`src/design/lsuPkg.sv`:
```
package lsuPkg;

    // data path and address widths
    localparam int dataWidth = 64;
    localparam int addrWidth = 64;

    // one strobe bit per data byte
    localparam int maskWidth = dataWidth / 8;

    // load type field from the instruction
    localparam int func3Width = 3;

    // register file index
    localparam int regAddrWidth = 5;

    // func3 codes for the load instructions
    localparam logic [func3Width-1:0] loadByte = 3'd0;
    localparam logic [func3Width-1:0] loadHalf = 3'd1;
    localparam logic [func3Width-1:0] loadWord = 3'd2;
    localparam logic [func3Width-1:0] loadDouble = 3'd3;
    localparam logic [func3Width-1:0] loadByteUnsigned = 3'd4;
    localparam logic [func3Width-1:0] loadHalfUnsigned = 3'd5;
    localparam logic [func3Width-1:0] loadWordUnsigned = 3'd6;

    // address nibble that selects main memory
    localparam int memoryTagLow = 28;
    localparam int memoryTagHigh = 31;
    localparam int memoryTagWidth = memoryTagHigh - memoryTagLow + 1;

    // 0x8xxx_xxxx goes to the data cache, the rest to devices
    localparam logic [memoryTagWidth-1:0] memoryRegionTag = 4'h8;

endpackage

```
`src/design/accessRouter.sv`:
```
`timescale 1ns/1ps

module accessRouter (
    input  logic                         clock,
    input  logic                         reset,
    input  logic                         exValid,
    input  logic                         exReadFlag,
    input  logic                         exWriteFlag,
    input  logic [lsuPkg::addrWidth-1:0] exAddress,
    input  logic                         wbReady,
    input  logic                         cacheDataOk,
    input  logic                         deviceReadBusy,
    input  logic                         deviceWriteBusy,
    output logic                         cacheValid,
    output logic                         cacheWrite,
    output logic                         deviceReadRequest,
    output logic                         deviceWriteRequest,
    output logic                         skipRef,
    output logic                         exReady,
    output logic                         wbValid
);

    typedef enum logic {
        idle,
        waiting
    } cacheState_t;

    cacheState_t cacheState;
    cacheState_t cacheNextState;

    logic isMemory;
    logic accessRequested;
    logic cacheBusy;
    logic busy;

    // region decode on the top address nibble only
    assign isMemory = exAddress[lsuPkg::memoryTagHigh:lsuPkg::memoryTagLow]
                      == lsuPkg::memoryRegionTag;

    // any load or store from a valid instruction
    assign accessRequested = exValid && (exReadFlag || exWriteFlag);

    // request drops in the dataok cycle
    // otherwise the cache would start a second lookup right away
    assign cacheValid = accessRequested && isMemory && !cacheDataOk;

    // a load takes priority over the store flag
    assign cacheWrite = exWriteFlag && !exReadFlag;

    // device side, one channel per direction
    assign deviceReadRequest = exValid && exReadFlag && !isMemory;
    assign deviceWriteRequest = exValid && exWriteFlag && !isMemory;

    // device accesses are not checked against the reference model
    assign skipRef = accessRequested && !isMemory;

    always_ff @(posedge clock) begin
        if (reset) begin
            cacheState <= idle;
        end else begin
            cacheState <= cacheNextState;
        end
    end

    always_comb begin
        cacheNextState = cacheState;
        case (cacheState)
            idle: begin
                if (cacheValid) begin
                    cacheNextState = waiting;
                end
            end
            waiting: begin
                // back to idle on the edge after dataok
                if (cacheDataOk) begin
                    cacheNextState = idle;
                end
            end
            default: begin
                cacheNextState = idle;
            end
        endcase
    end

    // busy from the request until the dataok cycle
    assign cacheBusy = (cacheState == idle && cacheValid)
                       || (cacheState == waiting && !cacheDataOk);

    assign busy = cacheBusy || deviceReadBusy || deviceWriteBusy;

    // stall execute, hold back writeback
    assign exReady = wbReady && !busy;
    assign wbValid = exValid && !busy;

endmodule

```
`src/design/deviceReadFsm.sv`:
```
`timescale 1ns/1ps

module deviceReadFsm (
    input  logic clock,
    input  logic reset,
    input  logic deviceReadRequest,
    input  logic arReady,
    input  logic rValid,
    output logic arValid,
    output logic rReady,
    output logic readDataTaken,
    output logic deviceReadBusy
);

    typedef enum logic [1:0] {
        idle,
        waitAddressReady,
        readData
    } readState_t;

    readState_t state;
    readState_t nextState;

    always_ff @(posedge clock) begin
        if (reset) begin
            state <= idle;
        end else begin
            state <= nextState;
        end
    end

    always_comb begin
        nextState = state;
        case (state)
            idle: begin
                if (arValid && arReady) begin
                    nextState = readData;
                end else if (arValid) begin
                    nextState = waitAddressReady;
                end
            end
            waitAddressReady: begin
                // address held until the device takes it
                if (arReady) begin
                    nextState = readData;
                end
            end
            readData: begin
                // single beat, done after one data transfer
                if (rValid) begin
                    nextState = idle;
                end
            end
            default: begin
                nextState = idle;
            end
        endcase
    end

    // address valid straight from the request while idle
    assign arValid = (state == idle && deviceReadRequest) || state == waitAddressReady;
    assign rReady = state == readData;
    assign readDataTaken = rReady && rValid;

    // low again in the data handshake cycle
    assign deviceReadBusy = (state == idle && deviceReadRequest)
                            || state == waitAddressReady
                            || (state == readData && !rValid);

endmodule

```
`src/design/deviceWriteFsm.sv`:
```
`timescale 1ns/1ps

module deviceWriteFsm (
    input  logic clock,
    input  logic reset,
    input  logic deviceWriteRequest,
    input  logic awReady,
    input  logic wReady,
    output logic awValid,
    output logic wValid,
    output logic deviceWriteBusy
);

    typedef enum logic [1:0] {
        idle,
        waitAddressReady,
        writeData
    } writeState_t;

    writeState_t state;
    writeState_t nextState;

    always_ff @(posedge clock) begin
        if (reset) begin
            state <= idle;
        end else begin
            state <= nextState;
        end
    end

    always_comb begin
        nextState = state;
        case (state)
            idle: begin
                if (awValid && awReady) begin
                    nextState = writeData;
                end else if (awValid) begin
                    nextState = waitAddressReady;
                end
            end
            waitAddressReady: begin
                if (awReady) begin
                    nextState = writeData;
                end
            end
            writeData: begin
                // no response channel, finished once the beat is taken
                if (wReady) begin
                    nextState = idle;
                end
            end
            default: begin
                nextState = idle;
            end
        endcase
    end

    // address first, data beat only after the address is accepted
    assign awValid = (state == idle && deviceWriteRequest) || state == waitAddressReady;
    assign wValid = state == writeData;

    // store retires in the cycle the beat goes out
    assign deviceWriteBusy = (state == idle && deviceWriteRequest)
                             || state == waitAddressReady
                             || (state == writeData && !wReady);

endmodule

```
`src/design/loadResultFormatter.sv`:
```
`timescale 1ns/1ps

module loadResultFormatter (
    input  logic                          readFlag,
    input  logic [lsuPkg::func3Width-1:0] func3,
    input  logic [lsuPkg::dataWidth-1:0]  cacheData,
    input  logic                          cacheDataOk,
    input  logic [lsuPkg::dataWidth-1:0]  rData,
    input  logic                          readDataTaken,
    output logic [lsuPkg::dataWidth-1:0]  loadResult
);

    logic [lsuPkg::dataWidth-1:0] rawData;

    // cache wins, device data only in its handshake cycle
    always_comb begin
        if (cacheDataOk) begin
            rawData = cacheData;
        end else if (readDataTaken) begin
            rawData = rData;
        end else begin
            rawData = '0;
        end
    end

    // extend the low byte, half or word by load type
    always_comb begin
        if (!readFlag) begin
            loadResult = '0;
        end else begin
            case (func3)
                lsuPkg::loadByte:
                    loadResult = {{56{rawData[7]}}, rawData[7:0]};
                lsuPkg::loadHalf:
                    loadResult = {{48{rawData[15]}}, rawData[15:0]};
                lsuPkg::loadWord:
                    loadResult = {{32{rawData[31]}}, rawData[31:0]};
                lsuPkg::loadDouble:
                    loadResult = rawData;
                lsuPkg::loadByteUnsigned:
                    loadResult = {56'd0, rawData[7:0]};
                lsuPkg::loadHalfUnsigned:
                    loadResult = {48'd0, rawData[15:0]};
                lsuPkg::loadWordUnsigned:
                    loadResult = {32'd0, rawData[31:0]};
                // unknown code, data as returned
                default:
                    loadResult = rawData;
            endcase
        end
    end

endmodule

```
`src/design/loadStoreUnit.sv`:
```
`timescale 1ns/1ps

module loadStoreUnit (
    input  logic                            clock,
    input  logic                            reset,
    // from execute
    input  logic                            exValid,
    input  logic                            exReadFlag,
    input  logic                            exWriteFlag,
    input  logic [lsuPkg::addrWidth-1:0]    exAddress,
    input  logic [lsuPkg::dataWidth-1:0]    exWriteData,
    input  logic [lsuPkg::maskWidth-1:0]    exWriteMask,
    input  logic [lsuPkg::func3Width-1:0]   exFunc3,
    input  logic [lsuPkg::addrWidth-1:0]    exPc,
    input  logic [lsuPkg::regAddrWidth-1:0] exWaddr,
    input  logic                            exWen,
    output logic                            exReady,
    // to writeback
    input  logic                            wbReady,
    output logic                            wbValid,
    output logic [lsuPkg::addrWidth-1:0]    wbPc,
    output logic [lsuPkg::regAddrWidth-1:0] wbWaddr,
    output logic                            wbWen,
    output logic                            wbReadFlag,
    output logic [lsuPkg::dataWidth-1:0]    wbAluResult,
    output logic [lsuPkg::dataWidth-1:0]    wbLoadResult,
    output logic                            wbSkipRef,
    // data cache
    output logic                            cacheValid,
    output logic                            cacheWrite,
    output logic [lsuPkg::addrWidth-1:0]    cacheAddress,
    output logic [lsuPkg::dataWidth-1:0]    cacheWriteData,
    output logic [lsuPkg::maskWidth-1:0]    cacheWriteMask,
    input  logic [lsuPkg::dataWidth-1:0]    cacheData,
    input  logic                            cacheDataOk,
    // device read channels
    output logic                            arValid,
    input  logic                            arReady,
    output logic [lsuPkg::addrWidth-1:0]    arAddress,
    input  logic                            rValid,
    output logic                            rReady,
    input  logic [lsuPkg::dataWidth-1:0]    rData,
    // device write channels
    output logic                            awValid,
    input  logic                            awReady,
    output logic [lsuPkg::addrWidth-1:0]    awAddress,
    output logic                            wValid,
    input  logic                            wReady,
    output logic [lsuPkg::dataWidth-1:0]    wData,
    output logic [lsuPkg::maskWidth-1:0]    wStrobe
);

    logic deviceReadRequest;
    logic deviceWriteRequest;
    logic deviceReadBusy;
    logic deviceWriteBusy;
    logic readDataTaken;

    // address, data and mask fan out to both targets
    assign cacheAddress = exAddress;
    assign arAddress = exAddress;
    assign awAddress = exAddress;
    assign cacheWriteData = exWriteData;
    assign wData = exWriteData;
    assign cacheWriteMask = exWriteMask;
    assign wStrobe = exWriteMask;

    // sideband for writeback, address doubles as the alu result
    assign wbPc = exPc;
    assign wbWaddr = exWaddr;
    assign wbWen = exWen;
    assign wbReadFlag = exReadFlag;
    assign wbAluResult = exAddress;

    accessRouter accessRouter_i (
        .clock              (clock),
        .reset              (reset),
        .exValid            (exValid),
        .exReadFlag         (exReadFlag),
        .exWriteFlag        (exWriteFlag),
        .exAddress          (exAddress),
        .wbReady            (wbReady),
        .cacheDataOk        (cacheDataOk),
        .deviceReadBusy     (deviceReadBusy),
        .deviceWriteBusy    (deviceWriteBusy),
        .cacheValid         (cacheValid),
        .cacheWrite         (cacheWrite),
        .deviceReadRequest  (deviceReadRequest),
        .deviceWriteRequest (deviceWriteRequest),
        .skipRef            (wbSkipRef),
        .exReady            (exReady),
        .wbValid            (wbValid)
    );

    deviceReadFsm deviceReadFsm_i (
        .clock             (clock),
        .reset             (reset),
        .deviceReadRequest (deviceReadRequest),
        .arReady           (arReady),
        .rValid            (rValid),
        .arValid           (arValid),
        .rReady            (rReady),
        .readDataTaken     (readDataTaken),
        .deviceReadBusy    (deviceReadBusy)
    );

    deviceWriteFsm deviceWriteFsm_i (
        .clock              (clock),
        .reset              (reset),
        .deviceWriteRequest (deviceWriteRequest),
        .awReady            (awReady),
        .wReady             (wReady),
        .awValid            (awValid),
        .wValid             (wValid),
        .deviceWriteBusy    (deviceWriteBusy)
    );

    loadResultFormatter loadResultFormatter_i (
        .readFlag      (exReadFlag),
        .func3         (exFunc3),
        .cacheData     (cacheData),
        .cacheDataOk   (cacheDataOk),
        .rData         (rData),
        .readDataTaken (readDataTaken),
        .loadResult    (wbLoadResult)
    );

endmodule

```
`config.mk`:
```
export PLATFORM = sky130hd
export DESIGN_NAME = loadStoreUnit
export DESIGN_NICKNAME = d
export VERILOG_FILES = /design/src/design/lsuPkg.sv /design/src/design/accessRouter.sv /design/src/design/deviceReadFsm.sv /design/src/design/deviceWriteFsm.sv /design/src/design/loadResultFormatter.sv /design/src/design/loadStoreUnit.sv
export SDC_FILE = /design/constraint.sdc
export NUM_CORES = 1
export LEC_CHECK = 0
export CAP_MARGIN = 20
export CELL_PAD_IN_SITES_DETAIL_PLACEMENT = 1
export CELL_PAD_IN_SITES_GLOBAL_PLACEMENT = 2
export CORE_AREA = 2 2 348 350
export CTS_BUF_LIST = sky130_fd_sc_hd__clkbuf_2 sky130_fd_sc_hd__clkbuf_4 sky130_fd_sc_hd__clkbuf_8
export DETAILED_ROUTE_END_ITERATION = 6
export DIE_AREA = 0 0 350 352
export DONT_BUFFER_PORTS = 1
export PLACE_DENSITY = 0.3
export SLEW_MARGIN = 20
export SYNTH_ARGS = -nofsm -noshare
export SYNTH_HDL_FRONTEND = slang
export SYNTH_HIERARCHICAL = 1
export SYNTH_SLANG_ARGS = --single-unit
```
`constraint.sdc`:
```
create_clock -name clock -period 4.3 [get_ports clock]
set_input_delay 0.43 -clock clock [delete_from_list [all_inputs] [get_ports clock]]
set_output_delay 0.43 -clock clock [all_outputs]
set_load 0.02 [all_outputs]
```
==> impl_metrics.tcl, run 1 <==
set metrics [dict create \
    outcome "completed" \
    period_minus_slack_ps 3414 \
    core_mm2 0.1193 \
    crit_path_arrival_time_ps 2980 \
    total_of_buffers_placed_on_input_and_output_ports 0 \
    cts_tree "yes" \
    grtUsageTotal_pct 3.088 \
    clockBufferDepth 2 \
    met2_wirelength_mm 9.821 \
    endpoint_kind "output pin" \
    share_of_layout_cells_above_drive_strength_1_pct 23.21 \
    routed_via_density 1.336 \
    final_critical_path_setup_slack_ps 886.2 \
    rsz0062_at_grt "false" \
    slew_at_the_pin_with_the_worst_max_slew_slack_ps 900.7 \
    finalPower_w 0.0003074 \
    cts_root_buf "sky130_fd_sc_hd__clkbuf_8" \
    total_via_count_after_detailed_routing 2457 \
    timing.final.max_slew_violations 0 \
    ys_warn_count 6 \
    worst_path_dominant_cell_family "simple AND/OR/NAND/NOR gates" \
    post_synth_inst_count 690 \
    top_metal_used "met5" \
    residual_drc 0 \
    die-height_um 352 \
    grt_pass1_vias 2779 \
    critPathMaxStageDelay_ps 630 \
    path_clk_slew_ps 40 \
    adder_cell_fraction_of_synth_area_pct 0 \
    tns_ps 0 \
    fin_skew_ps 0.04373 \
    setup_viol_count_final 0 \
    flip_flop_and_latch_count_after_synthesis 5 \
    grt_remaining_overflow 0 \
    buffers_inserted_by_post_cts_timing_repair 0 \
    critical-path-slowest-cell "sky130_fd_sc_hd__and2_1" \
    width_of_the_chip_um 350 \
    synth_top_family_by_area "buffers and inverters" \
    synth_edf_count 0 \
    die_outline_area_mm2 0.1232 \
    floorplan.initialDensity_pct 4.205 \
    worst-endpoint-required_ps 3870 \
    cts.hold.buffers_added 0 \
    grt_first_pass_wirelength_mm 25.83 \
    io_pins 892 \
    clk-insertion-delay-late_ps 220 \
    powerDensity_mw_per_mm2 84.27 \
    met3RoutedLength_mm 3.988 \
    synth_area_mm2 0.005019 \
    ctsResizeCount 0 \
    antenna_found_initial 9 \
    synthFlopType "sky130_fd_sc_hd__dfxtp_1" \
    final.hold.worst_slack_ps 275.4 \
    synth.yosys.seq_area_share_pct 1.995 \
    synth-simple-area-share_pct 6.731 \
    num-nets-final 573 \
    synthArstFlopShare_pct 0 \
    clock_net_sink_count 5 \
    drt_antenna_net_count 0 \
    synthDistinctLibCells 39 \
    max_cap_violations 0 \
    mappedNetlistNets 1038 \
    routedWlPerCell_um 11.44 \
    leakagePower_nw 0.6065 \
    crit_path_cell_trace "nand2b_2, inv_1, and2_1, nor2b_4, buf_4, a22oi_1, o21ai_0" \
    worst_slack_at_placement_ps 1111 \
    postRouteWirelength_mm 21.05 \
    cp.buffers_inverters 2 \
    synthMuxAreaShare_pct 0 \
    cts_inserted_buffers 3 \
    worst_slew_margin_rel_pct 39.73 \
    drt_first_iter_violations 79 \
    detailedPlacementHpwl_mm 18.54 \
    post_synth.cell_area_avg_um2 7.273 \
    num_rows 127 \
    syn2layout_area_growth_pct -27.32 \
    max_freq_mhz 292.9 \
    grt_max_degree 73 \
    criticalPathCategory "reg2out" \
    critical_path.max_fanout 38 \
    gp_congestion 0.6515 \
    hold_viol 0 \
    m1WireLength_mm 5.151 \
    synth-compound-area-share_pct 18.15 \
    holdCritPathClass "in2reg" \
    drt_pass1_iterations 4 \
    clock_tree.htree_level_count 1 \
    fin_crit_sh_pct 79.39 \
    worstSetupStartpointType "flop" \
    vdd_drop_max_uv 51.48 \
    post_synth_xor_area_fraction_pct 0 \
]
per-stage QoR:
stage / area, um2 / std cells / utilization [%]
2_1_floorplan: 5019 / 690 / -
3_3_place_gp: 3576 / 1831 / 2.997
3_5_place_dp: 3576 / 1831 / 2.997
4_1_cts: 3625 / 1835 / 3.037
5_1_grt: 3642 / 1837 / 3.052
6_report: 3647 / 1839 / 3.056
worst register-to-register path, stage by stage (launching register included):
cell                      delay (ps)
sky130_fd_sc_hd__dfxtp_1         320
sky130_fd_sc_hd__nor2_1           80
sky130_fd_sc_hd__or3b_1          350
sky130_fd_sc_hd__a21oi_1         150
report_power, final:
part           internal [W]  switching (W)   total, W
registers         0.0000483     0.00000152  0.0000498
logic             0.0000539       0.000110   0.000164
clock network     0.0000700      0.0000240  0.0000940
flip-flops by register name, indices dropped and copies added, names as in the netlist:
name / cells
deviceWriteFsm_i/state: 2
accessRouter_i/cacheState: 1
deviceReadFsm_i/state: 2
area by class of cell:
class,instances,area (um2)
Inverter,3,11.26
Antenna cell,3,7.507
Tap cell,1612,2017
Fill cell,14380,115700
Clock buffer,4,48.80
Timing Repair Buffer,26,202.7
Multi-Input combinational cell,186,1260
Sequential cell,5,100.1
path summary, 6_finish.rpt:
| path | start | endpoint | slack, ps | depth (start not counted) |
|---|---|---|---|---|
| worst max-delay path | deviceReadFsm_i/state[1] | wbLoadResult[44] | 890 | 7 |
| worst min-delay path | reset | accessRouter_i/cacheState | 280 | 1 |
| worst max register to register | deviceWriteFsm_i/state[0] | deviceWriteFsm_i/state[1] | 3340 | 3 |
| worst min register to register | deviceWriteFsm_i/state[1] | deviceWriteFsm_i/state[0] | 500 | 1 |
cell usage in the layout (no fill, tap or decap), types with 2 or more instances in the layout:
cell                       Yosys  layout
sky130_fd_sc_hd__o21ai_2       9       9
sky130_fd_sc_hd__dfxtp_1       5       5
sky130_fd_sc_hd__a22oi_1      60      60
sky130_fd_sc_hd__inv_1         3       3
sky130_fd_sc_hd__and3_2        2       2
sky130_fd_sc_hd__clkbuf_8      0       3
sky130_fd_sc_hd__nor2b_1      10       9
sky130_fd_sc_hd__nand2b_1      3       3
sky130_fd_sc_hd__a21oi_1       5       4
sky130_fd_sc_hd__nor4_1        2       2
sky130_fd_sc_hd__o21a_1        8       8
sky130_fd_sc_hd__buf_4       472      25
sky130_fd_sc_hd__o21ai_0      40      40
sky130_fd_sc_hd__nand3b_1      2       2
sky130_fd_sc_hd__nand2_1       5       5
sky130_fd_sc_hd__and3_1        2       2
sky130_fd_sc_hd__nor2_1       19      19
sky130_fd_sc_hd__diode_2       0       3
synth_stat cells, drive strengths merged (4+ instances only):
cell / instances / area [um2]
a21oi: 5 / 25.02
a22oi: 60 / 450.4
and3: 4 / 27.52
buf: 483 / 3605
clkbuf: 13 / 53.80
dfxtp: 5 / 100.1
nand2: 6 / 25.03
nand2b: 4 / 27.53
nor2: 19 / 71.32
nor2b: 10 / 62.56
o21a: 8 / 60.06
o21ai: 49 / 279.0
logic make-up (layout without fill, tap and decap cells):
kind of cell    after synthesis  count (layout)
other cells                   0               3
compound gates              130             130
buf+inv                     499              33
flops                         5               5
simple gates                 56              56
layer usage:
layer / GRT usage, % / vias up
met1: 2.188 / 997
met3: 2.213 / 193
li1: - / 869
met5: 0 / -
met2: 5.327 / 392
met4: 2.750 / 6
Note: power is estimated with default switching activity, not from simulation.
==> run 2: changes to the inputs <==
Settings changed: CORE_AREA 2 2 348 350 to 2 2 344 346, DIE_AREA 0 0 350 352 to 0 0 346 348.
Clock period 4.3 ns to 3.11 ns, I/O delays scaled along.
==> impl_metrics.tcl, run 2 (synthesis gave the netlist of run 1 again) <==
set metrics [dict create \
    outcome "completed" \
    critPathMaxStageDelay_ps 380 \
    multi_input_area_mm2 0.001265 \
    stdcell_area_mm2 0.003845 \
    num_rows 126 \
    holdCritPathClass "in2reg" \
    core_mm2 0.1170 \
    final_cell_mix "60 x sky130_fd_sc_hd__a22oi_1, 52 x sky130_fd_sc_hd__buf_4, 38 x sky130_fd_sc_hd__o21ai_0, 18 x sky130_fd_sc_hd__nor2_1" \
    layout.cells.most_common "sky130_fd_sc_hd__a22oi_1" \
    syn2layout_area_growth_pct -23.39 \
    filler_cell_count 14110 \
    post_layout_nonfiller_instances 1801 \
    gp_congestion 0.6574 \
    slew_at_the_pin_with_the_worst_max_slew_slack_ps 593.8 \
    crit_top_cell "sky130_fd_sc_hd__buf_4" \
    routed_via_density 1.419 \
    worstSetupStartpointType "flop" \
    period_minus_slack_ps 2685 \
    antenna_found_initial 13 \
    endpoint_kind "output pin" \
    clock_net_sink_count 5 \
    worst_slew_margin_rel_pct 60.27 \
    tns_ps 0 \
    total_of_buffers_placed_on_input_and_output_ports 0 \
    cts.hold.buffers_added 0 \
    routedWlPerCell_um 13.25 \
    buffers_inserted_by_post_cts_timing_repair 0 \
    cp.buffers_inverters 3 \
    die-height_um 348 \
    crit_path_arrival_time_ps 2370 \
    crit_path_cell_trace "nand2b_2, inv_1, and2_1, nand3b_4, a2111oi_4, a21oi_2, buf_4, o21ai_0, buf_4" \
    clockBufferDepth 2 \
    io_pins 892 \
    share_of_layout_cells_above_drive_strength_1_pct 33.07 \
    timing.final.max_slew_violations 0 \
    cts_tree "yes" \
    residual_drc 0 \
    biggestRegsByFlops "deviceReadFsm_i/state: 2 flops, deviceWriteFsm_i/state: 2 flops, accessRouter_i/cacheState: 1 flops" \
    cts_root_buf "sky130_fd_sc_hd__clkbuf_8" \
    cts_inserted_buffers 3 \
    leakagePower_nw 0.7748 \
    width_of_the_chip_um 346 \
    num-nets-final 603 \
    critical_path.max_fanout 32 \
    grt_pass1_vias 2828 \
    total_via_count_after_detailed_routing 2556 \
    clock_tree.htree_level_count 1 \
    die_outline_area_mm2 0.1204 \
    grtUsageTotal_pct 3.659 \
    ctsResizeCount 0 \
    fin_crit_sh_pct 86.34 \
    rsz0062_at_grt "false" \
    powerDensity_mw_per_mm2 117.0 \
    grt_max_degree 73 \
    finish.utilization_pct 3.287 \
    drt_first_iter_violations 157 \
    grt_first_pass_wirelength_mm 29.30 \
    postRouteWirelength_mm 23.87 \
    floorplan.initialDensity_pct 4.290 \
    path_clk_slew_ps 30 \
    post_dp_cell_area_mm2 0.003766 \
    setup_viol_count_final 0 \
    vdd_drop_max_uv 58.60 \
    criticalPathCategory "reg2out" \
    detailedPlacementHpwl_mm 20.39 \
    hold_viol 0 \
    critical-path-slowest-cell "sky130_fd_sc_hd__a2111oi_4" \
    drt_pass1_iterations 4 \
    fin_skew_ps 0.9766 \
    drt_antenna_net_count 0 \
    numPlacedInstances 1786 \
    worst-endpoint-required_ps 2800 \
    clk-insertion-delay-late_ps 210 \
    max_freq_mhz 372.4 \
    worst_path_dominant_cell_family "compound AO/OA/AOI/OAI gates" \
    grt_remaining_overflow 0 \
    layout.area.seq_um2 100.1 \
    max_cap_violations 0 \
]
## run 2: changes by cell type in the layout (fill, tap and decap cells not counted), sizes merged
cell   previous run  this run
buf              26        56
diode             3        11
## run 2: final timing paths
check | from | end | slack, ps | cells after the start
setup / recovery | deviceReadFsm_i/state[0] | wbLoadResult[53] | 420 | 9
hold / removal | reset | deviceWriteFsm_i/state[1] | 160 | 1
setup reg to reg | deviceWriteFsm_i/state[0] | deviceWriteFsm_i/state[1] | 2140 | 3
hold reg to reg | deviceWriteFsm_i/state[1] | deviceWriteFsm_i/state[0] | 520 | 1
## run 2: final cells by class
type	instances	share of cell area, %
Antenna cell	11	0.7159
Inverter	3	0.2929
Timing Repair Buffer	56	12.24
Sequential cell	5	2.603
Tap cell	1536	49.98
Clock buffer	4	1.269
Multi-Input combinational cell	186	32.90
## run 2: through the flow
step                       power, W  hold slack [ps]  setup slack [ps]
after floorplan            0.001135            380.1             781.5
after global placement    0.0003314            385.7             614.0
after detailed placement  0.0003329            387.1             533.2
after CTS                 0.0004600            162.9             293.6
after global routing      0.0004832            160.0             110.2
final                     0.0004498            164.9             425.0
## run 2: per-layer routing
| metal | part of all wire, % | GRT usage [%] |
|---|---|---|
| met5 | 0.23 | 0 |
| met4 | 10 | 3.698 |
| met3 | 19 | 2.670 |
| met2 | 45 | 5.881 |
| met1 | 26 | 2.787 |
## run 2: report_power, final
| group | switching (W) | internal (W) | leakage, nW | total [W] |
|---|---|---|---|---|
| registers | 0.00000222 | 0.0000669 | 0.0407 | 0.0000691 |
| logic | 0.000155 | 0.000101 | 0.708 | 0.000256 |
| clock network | 0.0000285 | 0.0000964 | 0.0262 | 0.000125 |
| total | 0.000186 | 0.000264 | 0.775 | 0.000450 |
==> run 3: changes to the inputs <==
Settings changed: CORE_AREA 2 2 344 346 to 2 2 343 345, DIE_AREA 0 0 346 348 to 0 0 345 347, SYNTH_HIERARCHICAL 1 to default.
==> impl_metrics.tcl, run 3 <==
set metrics [dict create \
    outcome "completed" \
    fin_crit_sh_pct 94.04 \
    syn2layout_area_growth_pct -30.20 \
    yosysTopAreaCell "sky130_fd_sc_hd__buf_4" \
    grtUsageTotal_pct 3.296 \
    post_synth_inst_count 684 \
    post_synth.cell_area_avg_um2 7.288 \
    finalPower_w 0.0004469 \
    buffers_inserted_by_post_cts_timing_repair 0 \
    met3RoutedLength_mm 4.497 \
    clk-insertion-delay-late_ps 220 \
    path_clk_slew_ps 40 \
    synth_edf_count 0 \
    critical-path-slowest-cell "sky130_fd_sc_hd__a21boi_1" \
    tns_ps 0 \
    worstSetupStartpointType "flop" \
    synth.yosys.seq_area_share_pct 2.008 \
    cp.buffers_inverters 2 \
    drt_first_iter_violations 162 \
    slew_at_the_pin_with_the_worst_max_slew_slack_ps 1068 \
    filler_cell_count 13930 \
    critical_path.max_fanout 43 \
    top_metal_used "met5" \
    core_mm2 0.1157 \
    synthDistinctLibCells 33 \
    vdd_drop_max_uv 64.54 \
    io_pins 892 \
    crit_path_arrival_time_ps 2610 \
    synth_area_mm2 0.004985 \
    flip_flop_and_latch_count_after_synthesis 5 \
    synthFlopType "sky130_fd_sc_hd__dfxtp_1" \
    grt_pass1_vias 2619 \
    floorplan.initialDensity_pct 4.307 \
    synthArstFlopShare_pct 0 \
    max_freq_mhz 341.9 \
    cts_inserted_buffers 3 \
    total_of_buffers_placed_on_input_and_output_ports 0 \
    finish.utilization_pct 3.006 \
    min_from "reset" \
    post-synth-top-area-fraction_pct 71.54 \
    period_minus_slack_ps 2925 \
    worst-endpoint-required_ps 2800 \
    width_of_the_chip_um 345 \
    setup_viol_count_final 0 \
    rsz0062_at_grt "false" \
    worst_slew_margin_rel_pct 28.65 \
    share_of_layout_cells_above_drive_strength_1_pct 18.06 \
    met2_wirelength_mm 8.964 \
    routedWlPerCell_um 12.54 \
    drt_pass1_iterations 4 \
    critPathMaxStageDelay_ps 680 \
    final_critical_path_setup_slack_ps 185.4 \
    antenna_found_initial 14 \
    die-height_um 347 \
    holdCritPathClass "in2reg" \
    final_cell_mix "39 x sky130_fd_sc_hd__nor2_1, 32 x sky130_fd_sc_hd__a221oi_1, 30 x sky130_fd_sc_hd__a22oi_1, 23 x sky130_fd_sc_hd__buf_4, 17 x sky130_fd_sc_hd__o21ai_0" \
    clockBufferDepth 2 \
    num_rows 125 \
    residual_drc 0 \
    worst_r2r_endpoint "deviceWriteFsm_i.state[0]" \
    grt_max_degree 72 \
    leakagePower_nw 0.5700 \
    clock_net_sink_count 5 \
    num-nets-final 565 \
    hold_viol 0 \
    clock_tree.htree_level_count 1 \
    cts_root_buf "sky130_fd_sc_hd__clkbuf_8" \
    die_outline_area_mm2 0.1197 \
    biggestRegsByFlops "deviceReadFsm_i.state: 2 flops, deviceWriteFsm_i.state: 2 flops, accessRouter_i.cacheState: 1 flops" \
    detailedPlacementHpwl_mm 18.87 \
    critical_path.reg2reg.startpoint "deviceWriteFsm_i.state[1]" \
    grt_remaining_overflow 0 \
    slack_of_the_worst_reg_to_reg_path_ps 1550 \
    worst_r2r_path_depth 4 \
    hold_path_depth 1 \
    drt_antenna_net_count 0 \
    fin_skew_ps 0.01305 \
    routed_via_density 1.430 \
    timing.hold.worst_endpoint "deviceWriteFsm_i.state[1]" \
    worst_path_dominant_cell_family "compound AO/OA/AOI/OAI gates" \
    synthMostInstantiatedCell "sky130_fd_sc_hd__buf_4" \
    endpoint_kind "output pin" \
    gp_congestion 0.6881 \
    timing.final.max_slew_violations 0 \
    powerDensity_mw_per_mm2 128.4 \
    cts_tree "yes" \
    crit_path_cell_trace "nor4bb_4, buf_12, a22o_4, nand3_4, a21boi_1, buf_4" \
    m1WireLength_mm 6.584 \
    total_via_count_after_detailed_routing 2496 \
    criticalPathCategory "reg2out" \
    max_cap_violations 0 \
    postRouteWirelength_mm 21.90 \
    mappedNetlistNets 1032 \
    ys_top_cells_by_area "sky130_fd_sc_hd__buf_4 72%, sky130_fd_sc_hd__a221oi_1 5.6%, sky130_fd_sc_hd__a22oi_1 4.5%, sky130_fd_sc_hd__nor2_1 3.0%, sky130_fd_sc_hd__dfxtp_1 2.0%" \
    leading_cell_types_by_count_after_synthesis "475 x sky130_fd_sc_hd__buf_4, 40 x sky130_fd_sc_hd__nor2_1, 32 x sky130_fd_sc_hd__a221oi_1" \
    worst_slack_at_placement_ps 205.1 \
    layout.cells.most_common "sky130_fd_sc_hd__nor2_1" \
    grt_first_pass_wirelength_mm 26.53 \
    ys_warn_count 0 \
    final.hold.worst_slack_ps 157.5 \
]
-- run 3: cell families (layout without fill, tap and decap cells) --
family | Yosys count | after routing | share of synthesized area (%)
AOI/OAI and AO/OA | 102 | 102 | 15.34
DFF | 5 | 5 | 2.008
buffers and inverters | 499 | 31 | 73.95
other | 0 | 6 | 0
muxes | 2 | 2 | 0.4518
and+or+nand+nor | 76 | 76 | 8.258
-- run 3: area by class of cell --
| class | instances | area [um2] | area share [%] |
|---|---|---|---|
| Antenna cell | 6 | 15.01 | 0.4315 |
| Clock buffer | 4 | 48.80 | 1.402 |
| Inverter | 3 | 11.26 | 0.3236 |
| Multi-Input combinational cell | 180 | 1205 | 34.63 |
| Sequential cell | 5 | 100.1 | 2.877 |
| Tap cell | 1524 | 1907 | 54.80 |
| Timing Repair Buffer | 24 | 192.7 | 5.538 |
-- run 3: worst max path at each step --
| stage | from | endpoint | slack, ps | depth (start not counted) |
|---|---|---|---|---|
| 2_1_floorplan | exAddress[29] | exReady | 970 | 3 |
| 5_1_grt | deviceReadFsm_i.state[0] | wbLoadResult[15] | 30 | 6 |
| 6_report | deviceReadFsm_i.state[0] | wbLoadResult[15] | 190 | 6 |
| 3_5_place_dp | deviceReadFsm_i.state[0] | wbLoadResult[11] | 210 | 6 |
| 3_3_place_gp | deviceReadFsm_i.state[0] | wbLoadResult[11] | -60 | 6 |
| 4_1_cts | deviceReadFsm_i.state[0] | wbLoadResult[15] | 120 | 6 |
-- run 3: per-stage QoR --
step | cell area (um2) | instances
finish | 3480 | 1746
global route | 3470 | 1742
CTS | 3465 | 1740
detailed placement | 3412 | 1736
global placement | 3412 | 1736
floorplan | 4985 | 684
-- run 3: repair_timing --
item | CTS | global route
resized for setup | 1 | 0
hold buffers | 0 | 0
endpoints found under the setup margin | 1 | 0
-- run 3: per-layer routing --
layer | global-route usage, % | up-vias
met5 | 0.5202 | -
met4 | 2.614 | 12
met3 | 3.000 | 160
met2 | 4.674 | 391
met1 | 2.861 | 1078
li1 | - | 855
-- run 3: power by group --
part / total, W / internal, W / switching (W) / leakage, nW
registers: 0.0000708 / 0.0000673 / 0.00000352 / 0.0407
logic: 0.000246 / 0.0000764 / 0.000170 / 0.503
clock network: 0.000130 / 0.0000968 / 0.0000330 / 0.0262
-- run 3: worst register-to-register path, cell delays in order, from the launching register on --
cell and delay, ps:
sky130_fd_sc_hd__dfxtp_1 330, sky130_fd_sc_hd__nand3b_1 160, sky130_fd_sc_hd__o22ai_1 650, sky130_fd_sc_hd__nor2_1 100, sky130_fd_sc_hd__nor4_1 210
